$ cat src/common/ecc_defines.svh
`ifndef ECC_DEFINES_SVH
`define ECC_DEFINES_SVH

////////////////////////////////////////
// word geometry of the 117-bit SECDED code.
////////////////////////////////////////

// data bits per word.
`define ECC_DATA_WIDTH   117

// seven Hamming check bits plus overall parity.
`define ECC_PARITY_WIDTH 8

// bits of a Hamming position (1 to 127).
`define ECC_POS_WIDTH    7

`endif

$ cat src/common/ecc_pkg.sv
`include "ecc_defines.svh"

package ecc_pkg;

    ////////////////////////////////////////
    // vector types.
    ////////////////////////////////////////

    typedef logic [`ECC_DATA_WIDTH-1:0]   ecc_data_t;     // one data word.
    typedef logic [`ECC_PARITY_WIDTH-1:0] ecc_parity_t;   // stored or regenerated check bits.
    typedef logic [`ECC_PARITY_WIDTH-1:0] ecc_syndrome_t; // stored ^ regenerated.
    typedef logic [`ECC_POS_WIDTH-1:0]    ecc_index_t;    // data bit 0 to 116.

    ////////////////////////////////////////
    // error classes.
    ////////////////////////////////////////

    // a check-bit hit is single too, it just leaves the data alone.
    typedef enum logic [1:0] {
        ECC_CLEAN  = 2'd0,
        ECC_SINGLE = 2'd1,
        ECC_DOUBLE = 2'd2
    } ecc_err_e;

endpackage

$ cat src/ecc_check/ecc_parity_gen.sv
`timescale 1ns/1ps
`include "ecc_defines.svh"

module ecc_parity_gen import ecc_pkg::*; (
    input  ecc_data_t   data,
    output ecc_parity_t parity
);

    // Data bits fill the Hamming positions that are not powers of two,
    // starting at 3. Check bit i takes every data bit whose position has
    // bit i set; the top check bit takes the even-weight positions, which
    // makes every data column odd weight.
    always_comb begin
        ecc_index_t                idx;
        logic [`ECC_POS_WIDTH-1:0] pos;

        parity = '0;
        idx    = '0;
        for (int p = 3; p < (1 << `ECC_POS_WIDTH); p++) begin
            pos = p[`ECC_POS_WIDTH-1:0];
            if (((pos & (pos - 1'b1)) != '0) && (idx < `ECC_DATA_WIDTH)) begin
                for (int i = 0; i < `ECC_POS_WIDTH; i++) begin
                    if (pos[i]) begin
                        parity[i] = parity[i] ^ data[idx];
                    end
                end
                if (!(^pos)) begin                        // even weight.
                    parity[`ECC_PARITY_WIDTH-1] = parity[`ECC_PARITY_WIDTH-1] ^ data[idx];
                end
                idx = idx + 1'b1;                         // next data bit.
            end
        end
    end

endmodule

$ cat src/ecc_check/ecc_check_stage.sv
`timescale 1ns/1ps

module ecc_check_stage import ecc_pkg::*; (
    input  logic          clk,
    input  logic          reset,
    input  logic          in_valid,
    input  ecc_data_t     data_in,
    input  ecc_parity_t   parity_in,
    input  logic          bypass,
    output logic          s1_valid,
    output ecc_data_t     s1_data,
    output ecc_parity_t   s1_parity,
    output ecc_syndrome_t s1_syndrome,
    output logic          s1_bypass
);

    ecc_parity_t   gen_parity;
    ecc_syndrome_t syndrome;

    ecc_parity_gen i_parity_gen (
        .data   (data_in),
        .parity (gen_parity)
    );

    assign syndrome = parity_in ^ gen_parity;           // zero when the word is clean.

    ////////////////////////////////////////
    // stage 1 registers.
    ////////////////////////////////////////

    always_ff @(posedge clk) begin
        if (reset) begin
            s1_valid <= 1'b0;
        end else begin
            s1_valid <= in_valid;
        end
    end

    always_ff @(posedge clk) begin
        if (in_valid) begin
            s1_data     <= data_in;
            s1_parity   <= gen_parity;                  // regenerated, not stored.
            s1_syndrome <= syndrome;
            s1_bypass   <= bypass;
        end
    end

    // nothing may leave stage 1 straight out of reset.
    a_valid_after_reset : assert property (
        @(posedge clk) reset |=> !s1_valid
    ) else $error("s1_valid high in the cycle after reset");

endmodule

$ cat src/ecc_correct/ecc_syndrome_decode.sv
`timescale 1ns/1ps
`include "ecc_defines.svh"

module ecc_syndrome_decode import ecc_pkg::*; (
    input  ecc_syndrome_t syndrome,
    output ecc_err_e      err_class,
    output ecc_index_t    bit_index
);

    logic [`ECC_POS_WIDTH-1:0] pos;
    logic                      pos_pow2;
    logic                      pos_even;
    logic                      is_col;
    ecc_index_t                n_below;                 // check positions under pos.

    assign pos      = syndrome[`ECC_POS_WIDTH-1:0];
    assign pos_pow2 = (pos & (pos - 1'b1)) == '0;       // also true for zero.
    assign pos_even = ~^pos;

    // last data slot sits one check position per position bit past the data width.
    assign is_col = (pos >= 3)
                 && !pos_pow2
                 && (pos <= (`ECC_DATA_WIDTH + `ECC_POS_WIDTH))
                 && (syndrome[`ECC_PARITY_WIDTH-1] == pos_even);

    always_comb begin
        n_below = '0;
        for (int i = 0; i < `ECC_POS_WIDTH; i++) begin
            if ((1 << i) < pos) begin
                n_below = n_below + 1'b1;
            end
        end
    end

    ////////////////////////////////////////
    // classify.
    ////////////////////////////////////////

    always_comb begin
        err_class = ECC_DOUBLE;
        bit_index = '0;
        if (syndrome == '0) begin
            err_class = ECC_CLEAN;
        end else if ($onehot(syndrome)) begin
            err_class = ECC_SINGLE;                     // check bit only.
        end else if (is_col) begin
            err_class = ECC_SINGLE;
            bit_index = pos - n_below - 1'b1;           // position to data index.
        end

        if (is_col) begin
            a_index_range : assert (bit_index < `ECC_DATA_WIDTH)
                else $error("bit_index %0d out of range for syndrome %h", bit_index, syndrome);
        end
    end

endmodule

$ cat src/ecc_correct/ecc_correct_stage.sv
`timescale 1ns/1ps

module ecc_correct_stage import ecc_pkg::*; (
    input  logic          clk,
    input  logic          reset,
    input  logic          s1_valid,
    input  ecc_data_t     s1_data,
    input  ecc_parity_t   s1_parity,
    input  ecc_syndrome_t s1_syndrome,
    input  logic          s1_bypass,
    output logic          out_valid,
    output ecc_data_t     data_out,
    output ecc_parity_t   parity_out,
    output logic          sbit_err,
    output logic          dbit_err
);

    ecc_err_e   err_class;
    ecc_index_t bit_index;
    logic       data_fix;
    ecc_data_t  flip_mask;
    ecc_data_t  fixed_data;

    ecc_syndrome_decode i_syndrome_decode (
        .syndrome  (s1_syndrome),
        .err_class (err_class),
        .bit_index (bit_index)
    );

    // a one-hot syndrome is single too but points at a check bit.
    assign data_fix   = (err_class == ECC_SINGLE) && !$onehot(s1_syndrome) && !s1_bypass;
    assign flip_mask  = data_fix ? (ecc_data_t'(1) << bit_index) : '0;
    assign fixed_data = s1_data ^ flip_mask;

    ////////////////////////////////////////
    // output registers.
    ////////////////////////////////////////

    always_ff @(posedge clk) begin
        if (reset) begin
            out_valid <= 1'b0;
            sbit_err  <= 1'b0;
            dbit_err  <= 1'b0;
        end else begin
            out_valid <= s1_valid;
            sbit_err  <= s1_valid && !s1_bypass && (err_class == ECC_SINGLE);
            dbit_err  <= s1_valid && !s1_bypass && (err_class == ECC_DOUBLE);
        end
    end

    always_ff @(posedge clk) begin
        if (s1_valid) begin
            data_out   <= fixed_data;                   // raw word under bypass.
            parity_out <= s1_parity;
        end
    end

    a_flags_exclusive : assert property (
        @(posedge clk) disable iff (reset) !(sbit_err && dbit_err)
    ) else $error("sbit_err and dbit_err both high");

endmodule

$ cat src/design/ecc_117_top.sv
`timescale 1ns/1ps

module ecc_117_top import ecc_pkg::*; (
    input  logic        clk,
    input  logic        reset,
    input  logic        in_valid,
    input  ecc_data_t   data_in,
    input  ecc_parity_t parity_in,
    input  logic        bypass,
    output logic        out_valid,
    output ecc_data_t   data_out,
    output ecc_parity_t parity_out,
    output logic        sbit_err,
    output logic        dbit_err
);

    // stage 1 to stage 2.
    logic          s1_valid;
    ecc_data_t     s1_data;
    ecc_parity_t   s1_parity;
    ecc_syndrome_t s1_syndrome;
    logic          s1_bypass;

    ecc_check_stage i_check_stage (
        .clk         (clk),
        .reset       (reset),
        .in_valid    (in_valid),
        .data_in     (data_in),
        .parity_in   (parity_in),
        .bypass      (bypass),
        .s1_valid    (s1_valid),
        .s1_data     (s1_data),
        .s1_parity   (s1_parity),
        .s1_syndrome (s1_syndrome),
        .s1_bypass   (s1_bypass)
    );

    ecc_correct_stage i_correct_stage (
        .clk         (clk),
        .reset       (reset),
        .s1_valid    (s1_valid),
        .s1_data     (s1_data),
        .s1_parity   (s1_parity),
        .s1_syndrome (s1_syndrome),
        .s1_bypass   (s1_bypass),
        .out_valid   (out_valid),
        .data_out    (data_out),
        .parity_out  (parity_out),
        .sbit_err    (sbit_err),
        .dbit_err    (dbit_err)
    );

endmodule

$ cat config.mk
export PLATFORM = sky130hd
export DESIGN_NAME = ecc_117_top
export DESIGN_NICKNAME = d
export VERILOG_FILES = /design/src/common/ecc_pkg.sv /design/src/ecc_check/ecc_parity_gen.sv /design/src/ecc_check/ecc_check_stage.sv /design/src/ecc_correct/ecc_syndrome_decode.sv /design/src/ecc_correct/ecc_correct_stage.sv /design/src/design/ecc_117_top.sv
export VERILOG_INCLUDE_DIRS = /design/src /design/src/common
export SDC_FILE = /design/constraint.sdc
export NUM_CORES = 1
export LEC_CHECK = 0
export BUFFER_PORTS_ARGS = -buffer_cell sky130_fd_sc_hd__buf_2
export CAP_MARGIN = 30
export CORE_ASPECT_RATIO = 1.4
export CORE_MARGIN = 3
export CORE_UTILIZATION = 40
export DETAILED_ROUTE_END_ITERATION = 16
export GPL_ROUTABILITY_DRIVEN = 0
export REMOVE_ABC_BUFFERS = 1
export SLEW_MARGIN = 25
export SYNTH_ARGS = -nofsm -noshare
export SYNTH_HDL_FRONTEND = slang
export SYNTH_SLANG_ARGS = --single-unit
$ cat constraint.sdc
create_clock -name clk -period 6.7 [get_ports clk]
set_clock_uncertainty 0.15 [all_clocks]
set_input_delay 1.34 -clock clk [delete_from_list [all_inputs] [get_ports clk]]
set_output_delay 1.34 -clock clk [all_outputs]
set_load 0.005 [all_outputs]
==> metrics.csv, run 1 <==
stage,metric,value,unit
synth,most common cell in the netlist,edfxtp_1,
clock_tree,CTS Sinks,263,
sta,Setup Viol. Count Final,0,
sta,max_slew headroom,0.3979,
floorplan,core area,0.03423,mm^2
worst_setup_path,Slowest cell on crit path,edfxtp_1,
place,post-place setup slack,0.01308,ns
worst_setup_path,Crit Path Max Fanout,5,
floorplan,Initial Utilization,0.4064,
worst_setup_path,R2R cell count,23,
sta,Worst Tran Pin Value,0.9031,ns
synth,synthesized area per cell,14.05,um^2
floorplan,Die Footprint,0.03709,mm^2
worst_setup_path,Critical R2R Launch,i_check_stage.s1_syndrome[3],
worst_setup_path,Worst Setup End Kind,register,
clock_tree,CTS tree,built,
worst_setup_path,"Top cell by count, worst path",ha_1,
worst_setup_path,R2R Setup Slk,0.24,ns
synth,Yosys cell types,47,
synth,register area share after synthesis,0.5647,
finish,Synth-to-Final Area Change,23.99,%
hold_path,Min-Delay Path Class,register to register,
synth,Synth Warn #,0,
synth,synthesized area,0.01391,mm^2
floorplan,die span in y,226.7,um
place,Port Buf Inserts,256,
route,vias per std cell,5.205,
sta,Final Hold Fails,0,
worst_setup_path,Buf/Inv on CP,3,
floorplan,row count,80,
worst_setup_path,worst path cell trace,buf_4 > nor4_2 > buf_4 > a22o_1 > ha_2 > xor2_2 > ha_1 > mux2_2 > ha_1 > mux2_2 > ha_1 > mux2_2 > ha_1 > mux2i_2 > ha_1 > a21o_1 > a21oi_2 > xnor2_1 > nor4_1 > buf_4 > nand3_1 > nor4_2 > xor2_1,
finish,nets,1447,
route,DR vias,9171,
worst_setup_path,"slowest stage delay, CP",0.41,ns
clock_tree,hold_buf cts,0,
place,dpl hpwl,32890,um
worst_setup_path,startpoint types,register,
worst_setup_path,Crit. Startpoint,i_check_stage.s1_syndrome[3],
sta,setup ws final,0.2360,ns
global_route,GRT Overall Usage,0.2285,
worst_setup_path,Worst EP arrival,6.68,ns
route,Post-route DRC,0,
clock_tree,root buffer cell,clkbuf_16,
flow_run,max-cap viol count,0,
floorplan,Die Wd,163.6,um
finish,share of layout cells above drive strength 1,0.3262,
worst_setup_path,Worst setup endpoint,i_correct_stage.data_out[26],
route,WL final,43520,um
synth,post-synthesis register bit count,263,
clock_tree,maximum root-to-sink buffer count,3,
route,Initial DRC Count,628,
global_route,GRT overflow,0,
sta,Slew Limit Fails,0,
synth,"Top FF cell, synth",edfxtp_1,
global_route,largest net degree at the start of global routing,88,
worst_setup_path,capturing point of the worst reg2reg path,i_correct_stage.data_out[26],
route,Routed WL per cell,24.70,um
clock_tree,"Reg clk slew, reported paths",0.07,ns
clock_tree,insertion delay to the later sink of the worst-skew pair,0.56,ns
worst_setup_path,CP Class,register to register,
synth,"top cells by area, synth","edfxtp_1 (56%), xnor2_1 (16%), xor2_1 (7.3%)",
route,antenna-violating nets left,0,
sta,Fmax,154.7,MHz
route,Initial DRT Pass Iterations,5,
global_route,vias in the first global route,9473,
hold_path,Hold Path Stages,0,
synth,cell count after synthesis,990,
worst_setup_path,largest delay contributor family on the critical path,adder cells,
synth,share of the synthesized area in the top cell type,0.5590,
worst_setup_path,cell count along the critical path,23,
sta,minimum clock period after layout,6.464,ns
worst_setup_path,Worst Path Required,6.91,ns
synth,Async SR Flop Fraction,0,
sta,Final Cycle Share,0.9648,
synth,cell taking the most area after synthesis,edfxtp_1,
clock_tree,H-tree lvl count,1,
synth,synth cell count leaders,"edfxtp_1 (259), xnor2_1 (253), xor2_1 (116), nor4_1 (50), nand4_1 (45)",
global_route,initial antenna violation count,2,
clock_tree,TritonCTS buffer count,28,
synth,"EDFF count, synth",259,
floorplan,# IOs,257,
global_route,global-route wire length before repair,60970,um
run_status,status,"complete, no violations",
-- cell type report --
class / count / area, um^2
Antenna cell: 2 / 5.005
Clock buffer: 34 / 744.5
Clock inverter: 18 / 155.1
Fill cell: 3042 / 16980
Inverter: 22 / 82.58
Multi-Input combinational cell: 669 / 6091
Sequential cell: 263 / 7861
Tap cell: 451 / 564.3
Timing Repair Buffer: 303 / 1748
-- per-layer routing --
metal,vias up,part of all wire,track usage
met1,4544,0.38,0.2707
met4,0,0.046,0.09965
li1,4199,-,-
met3,87,0.052,0.02412
met5,-,0,0
met2,341,0.53,0.4170
-- flip-flops by register name, summed over array words and instances, names as in the netlist --
signal / flops
i_check_stage.s1_bypass: 1
i_check_stage.s1_parity: 8
i_correct_stage.dbit_err: 1
i_correct_stage.out_valid: 1
i_correct_stage.sbit_err: 1
i_check_stage.s1_syndrome: 8
i_correct_stage.data_out: 117
i_correct_stage.parity_out: 8
i_check_stage.s1_data: 117
i_check_stage.s1_valid: 1
-- how the worst min path moves through the flow --
stage,start,to,slack (ns)
2_1_floorplan,i_check_stage.s1_parity[0],i_correct_stage.parity_out[0],0.25
3_3_place_gp,i_check_stage.s1_parity[1],i_correct_stage.parity_out[1],0.25
3_5_place_dp,i_check_stage.s1_parity[3],i_correct_stage.parity_out[3],0.25
4_1_cts,i_check_stage.s1_parity[3],i_correct_stage.parity_out[3],0.27
5_1_grt,i_check_stage.s1_parity[2],i_correct_stage.parity_out[2],0.28
6_report,i_check_stage.s1_parity[2],i_correct_stage.parity_out[2],0.27
-- stage by stage --
step | hold slack [ns] | cell area (um^2) | cells | util | TNS (ns)
global placement | 0.2509 | 16060 | 1704 | 0.4693 | 0
floorplan | 0.2503 | 13770 | 954 | - | -198.29
finish | 0.2678 | 17250 | 1762 | 0.5039 | 0
CTS | 0.2684 | 16990 | 1757 | 0.4963 | 0
detailed placement | 0.2545 | 16080 | 1705 | 0.4698 | 0
global route | 0.2756 | 17250 | 1761 | 0.5039 | -0.03754
-- cell usage in the layout (no fill, tap or decap), types with 4 or more instances in the layout --
cell type  instances
xnor3_1           20
clkbuf_16         30
nand3_1           10
buf_12             6
inv_1             20
xor2_1           114
nor4_2            50
clkinv_2           4
clkinv_1           6
nor4_1            28
xnor2_2            7
o21ai_0            5
a31oi_1            4
fa_1               5
nand2_1           26
buf_2            255
xnor2_1          247
nor3_1             4
nand4_1           45
buf_4             37
edfxtp_1         259
a21oi_1            5
clkbuf_1           5
ha_1              25
nor2_1            12
nor2b_1            6
-- logic make-up after synthesis --
| family | Yosys count | synth area share |
|---|---|---|
| AO/OA/AOI/OAI | 38 | 0.01888 |
| XOR/XNOR | 391 | 0.2675 |
| adder cells (fa/ha/maj) | 31 | 0.03058 |
| buffers and inverters | 58 | 0.01628 |
| flip-flops | 263 | 0.5647 |
| multiplexers | 6 | 0.004586 |
| other | 1 | 0.0002695 |
| AND/OR/NAND/NOR | 202 | 0.09712 |
-- timing repair --
action                                  CTS  global route
pin swaps                                 0             5
gates cloned                              0             1
endpoints found under the setup margin    1           117
gates resized for setup                   1            44
setup buffers                             0             2
Power of run 1 is left out: the tool's default activity adds up to more than one toggle a clock period on the data nets, which glitch-free logic cannot reach.
==> run 2, diff against run 1 <==
==> constraint.sdc (replaced) <==
create_clock -name clk -period 7.14 [get_ports clk]
set_clock_uncertainty 0.15 [all_clocks]
set_input_delay 1.071 -clock clk [delete_from_list [all_inputs] [get_ports clk]]
set_output_delay 1.071 -clock clk [all_outputs]
set_load 0.005 [all_outputs]
==> run 2 against run 1 <==
Against the previous run: first-iteration DRC count up 17%; critical path depth rose by 2; final area shrank 1.3%; worst setup slack improved by 0.20 ns.
==> metrics.csv, run 2 (synthesized netlist as in run 1, its figures left out) <==
stage,metric,value,unit,change
run_status,status,"complete, no violations",,unchanged
global_route,vias in the first global route,9310,,"was 9,473"
worst_setup_path,Worst Path Required,7.30,ns,was 6.91 ns
route,antenna-violating nets left,0,,unchanged
sta,Fmax,149.1,MHz,was 154.7 MHz
hold_path,Min-Delay Path Class,register to register,,unchanged
global_route,initial antenna violation count,6,,was 2
floorplan,# IOs,257,,unchanged
finish,Synth-to-Final Area Change,22.36,%,was 23.99%
place,post-place setup slack,0.2527,ns,was 0.01308 ns
route,WL final,43500,um,"was 43,520 um"
global_route,GRT overflow,0,,unchanged
route,metal3 WL,2689,um,was 2248 um
floorplan,die span in y,226.7,um,unchanged
clock_tree,CTS Sinks,263,,unchanged
route,Post-route DRC,0,,unchanged
route,DR vias,9287,,"was 9,171"
sta,Worst Tran Pin Value,0.8879,ns,was 0.9031 ns
route,vias per std cell,5.268,,was 5.205
clock_tree,CTS tree,built,,unchanged
worst_setup_path,startpoint types,register,,unchanged
sta,minimum clock period after layout,6.708,ns,was 6.464 ns
finish,final-layout fill cell count,3088,,"was 3,042"
route,highest routed metal layer,met5,,was met4
sta,setup ws final,0.4323,ns,was 0.2360 ns
worst_setup_path,Critical R2R Launch,i_check_stage.s1_syndrome[3],,unchanged
finish,share of layout cells above drive strength 1,0.3012,,was 0.3262
worst_setup_path,Worst EP arrival,6.86,ns,was 6.68 ns
global_route,global-route wire length before repair,61070,um,"was 60,970 um"
finish,nets,1448,,"was 1,447"
route,Routed WL per cell,24.68,um,was 24.70 um
sta,Setup Viol. Count Final,0,,unchanged
finish,biggest registers after layout,"i_check_stage.s1_data x117, i_correct_stage.data_out x117",,unchanged
floorplan,Die Wd,163.6,um,unchanged
sta,unrepaired setup endpoints after global routing,yes,,
global_route,largest net degree at the start of global routing,77,,was 88
worst_setup_path,Crit Path Max Fanout,10,,was 5
route,Initial DRT Pass Iterations,5,,unchanged
floorplan,row count,80,,unchanged
floorplan,Die Footprint,0.03709,mm^2,unchanged
floorplan,core area,0.03423,mm^2,unchanged
worst_setup_path,R2R cell count,25,,was 23
global_route,GRT Overall Usage,0.2291,,was 0.2285
finish,flip-flop and latch area,0.007861,mm^2,unchanged
clock_tree,insertion delay to the later sink of the worst-skew pair,0.55,ns,was 0.56 ns
hold_path,Hold Path Stages,0,,unchanged
worst_setup_path,Crit. Startpoint,i_check_stage.s1_syndrome[3],,unchanged
sta,max_slew headroom,0.4081,,was 0.3979
floorplan,Initial Utilization,0.4064,,unchanged
place,dpl hpwl,33000,um,"was 32,890 um"
route,DRT met1 WL,16070,um,"was 16,320 um"
place,Port Buf Inserts,256,,unchanged
place,area of placed instances,0.01603,mm^2,was 0.01608 mm^2
sta,Slew Limit Fails,0,,unchanged
worst_setup_path,R2R Setup Slk,0.43,ns,was 0.24 ns
clock_tree,TritonCTS buffer count,28,,unchanged
clock_tree,"Reg clk slew, reported paths",0.06,ns,was 0.07 ns
clock_tree,root buffer cell,clkbuf_16,,unchanged
sta,Final Cycle Share,0.9395,,was 0.9648
finish,Layout Utilization,0.4973,,was 0.5039
worst_setup_path,capturing point of the worst reg2reg path,i_correct_stage.data_out[39],,was i_correct_stage.data_out[26]
clock_tree,H-tree lvl count,1,,unchanged
worst_setup_path,Worst Setup End Kind,register,,unchanged
finish,"commonest non-fill, non-tap cell in the layout",edfxtp_1,,unchanged
clock_tree,maximum root-to-sink buffer count,3,,unchanged
worst_setup_path,CP Class,register to register,,unchanged
route,DR WL met2,22700,um,"was 22,940 um"
finish,Multi-input gate area,0.005913,mm^2,was 0.006091 mm^2
finish,cell area after layout,0.01702,mm^2,was 0.01725 mm^2
sta,Final Hold Fails,0,,unchanged
route,Initial DRC Count,732,,was 628
worst_setup_path,Worst setup endpoint,i_correct_stage.data_out[39],,was i_correct_stage.data_out[26]
flow_run,max-cap viol count,0,,unchanged
finish,most frequent cells in the layout,"edfxtp_1 (259), buf_2 (255), xnor2_1 (249)",,"was edfxtp_1 (259), buf_2 (255), xnor2_1 (247)"
run 2: worst min-delay path by stage:
stage	slack, ns	start	end
floorplan	0.25	i_check_stage.s1_parity[0]	i_correct_stage.parity_out[0]
global placement	0.26	i_check_stage.s1_parity[6]	i_correct_stage.parity_out[6]
detailed placement	0.25	i_check_stage.s1_parity[1]	i_correct_stage.parity_out[1]
CTS	0.27	i_check_stage.s1_parity[1]	i_correct_stage.parity_out[1]
global route	0.28	i_check_stage.s1_parity[0]	i_correct_stage.parity_out[0]
finish	0.27	i_check_stage.s1_parity[1]	i_correct_stage.parity_out[1]
run 2: timing repair:
item                                    4_1_cts  5_1_grt
hold buffers                                  0        0
buffers inserted                              0        5
endpoints found under the setup margin        0       95
hold endpoints to repair                      0        0
gates resized for setup                       0        8
run 2: worst max-delay path, stage by stage, from the launching register on:
cell and delay, ns:
edfxtp_1 0.55, inv_1 0.13, ha_1 0.22, nand2_1 0.09
nor2_1 0.07, a22o_1 0.26, ha_1 0.36, xor2_1 0.25
ha_1 0.28, mux2_2 0.28, ha_1 0.28, mux2_2 0.28
ha_1 0.28, mux2_2 0.28, ha_1 0.18, nand2_1 0.11
xnor2_1 0.16, xnor2_1 0.10, ha_1 0.37, a21o_1 0.18
a21oi_1 0.28, xnor2_1 0.27, nand2_1 0.26, nor2_1 0.42
nand4_1 0.23, xnor2_1 0.17
run 2: layout make-up:
cell class                      count  area share
Timing Repair Buffer              304      0.1011
Antenna cell                        4   0.0005880
Multi-Input combinational cell    669      0.3473
Clock inverter                     13    0.006762
Clock buffer                       37     0.04439
Tap cell                          451     0.03315
Inverter                           22    0.004851
Sequential cell                   263      0.4618
run 2: through the flow:
step	setup TNS (ns)	hold slack (ns)	instances
2_1_floorplan	-146.81	0.2503	954
3_3_place_gp	0	0.2570	1703
3_5_place_dp	0	0.2545	1703
4_1_cts	0	0.2687	1753
5_1_grt	-0.1270	0.2781	1761
6_report	0	0.2676	1763
run 2: routing by layer:
metal | global-route usage | vias up
met4 | 0.1070 | 4
met1 | 0.2713 | 4589
met3 | 0.03710 | 89
met5 | 0 | -
met2 | 0.4054 | 396
li1 | - | 4209
Power of run 2 is left out for the same reason.
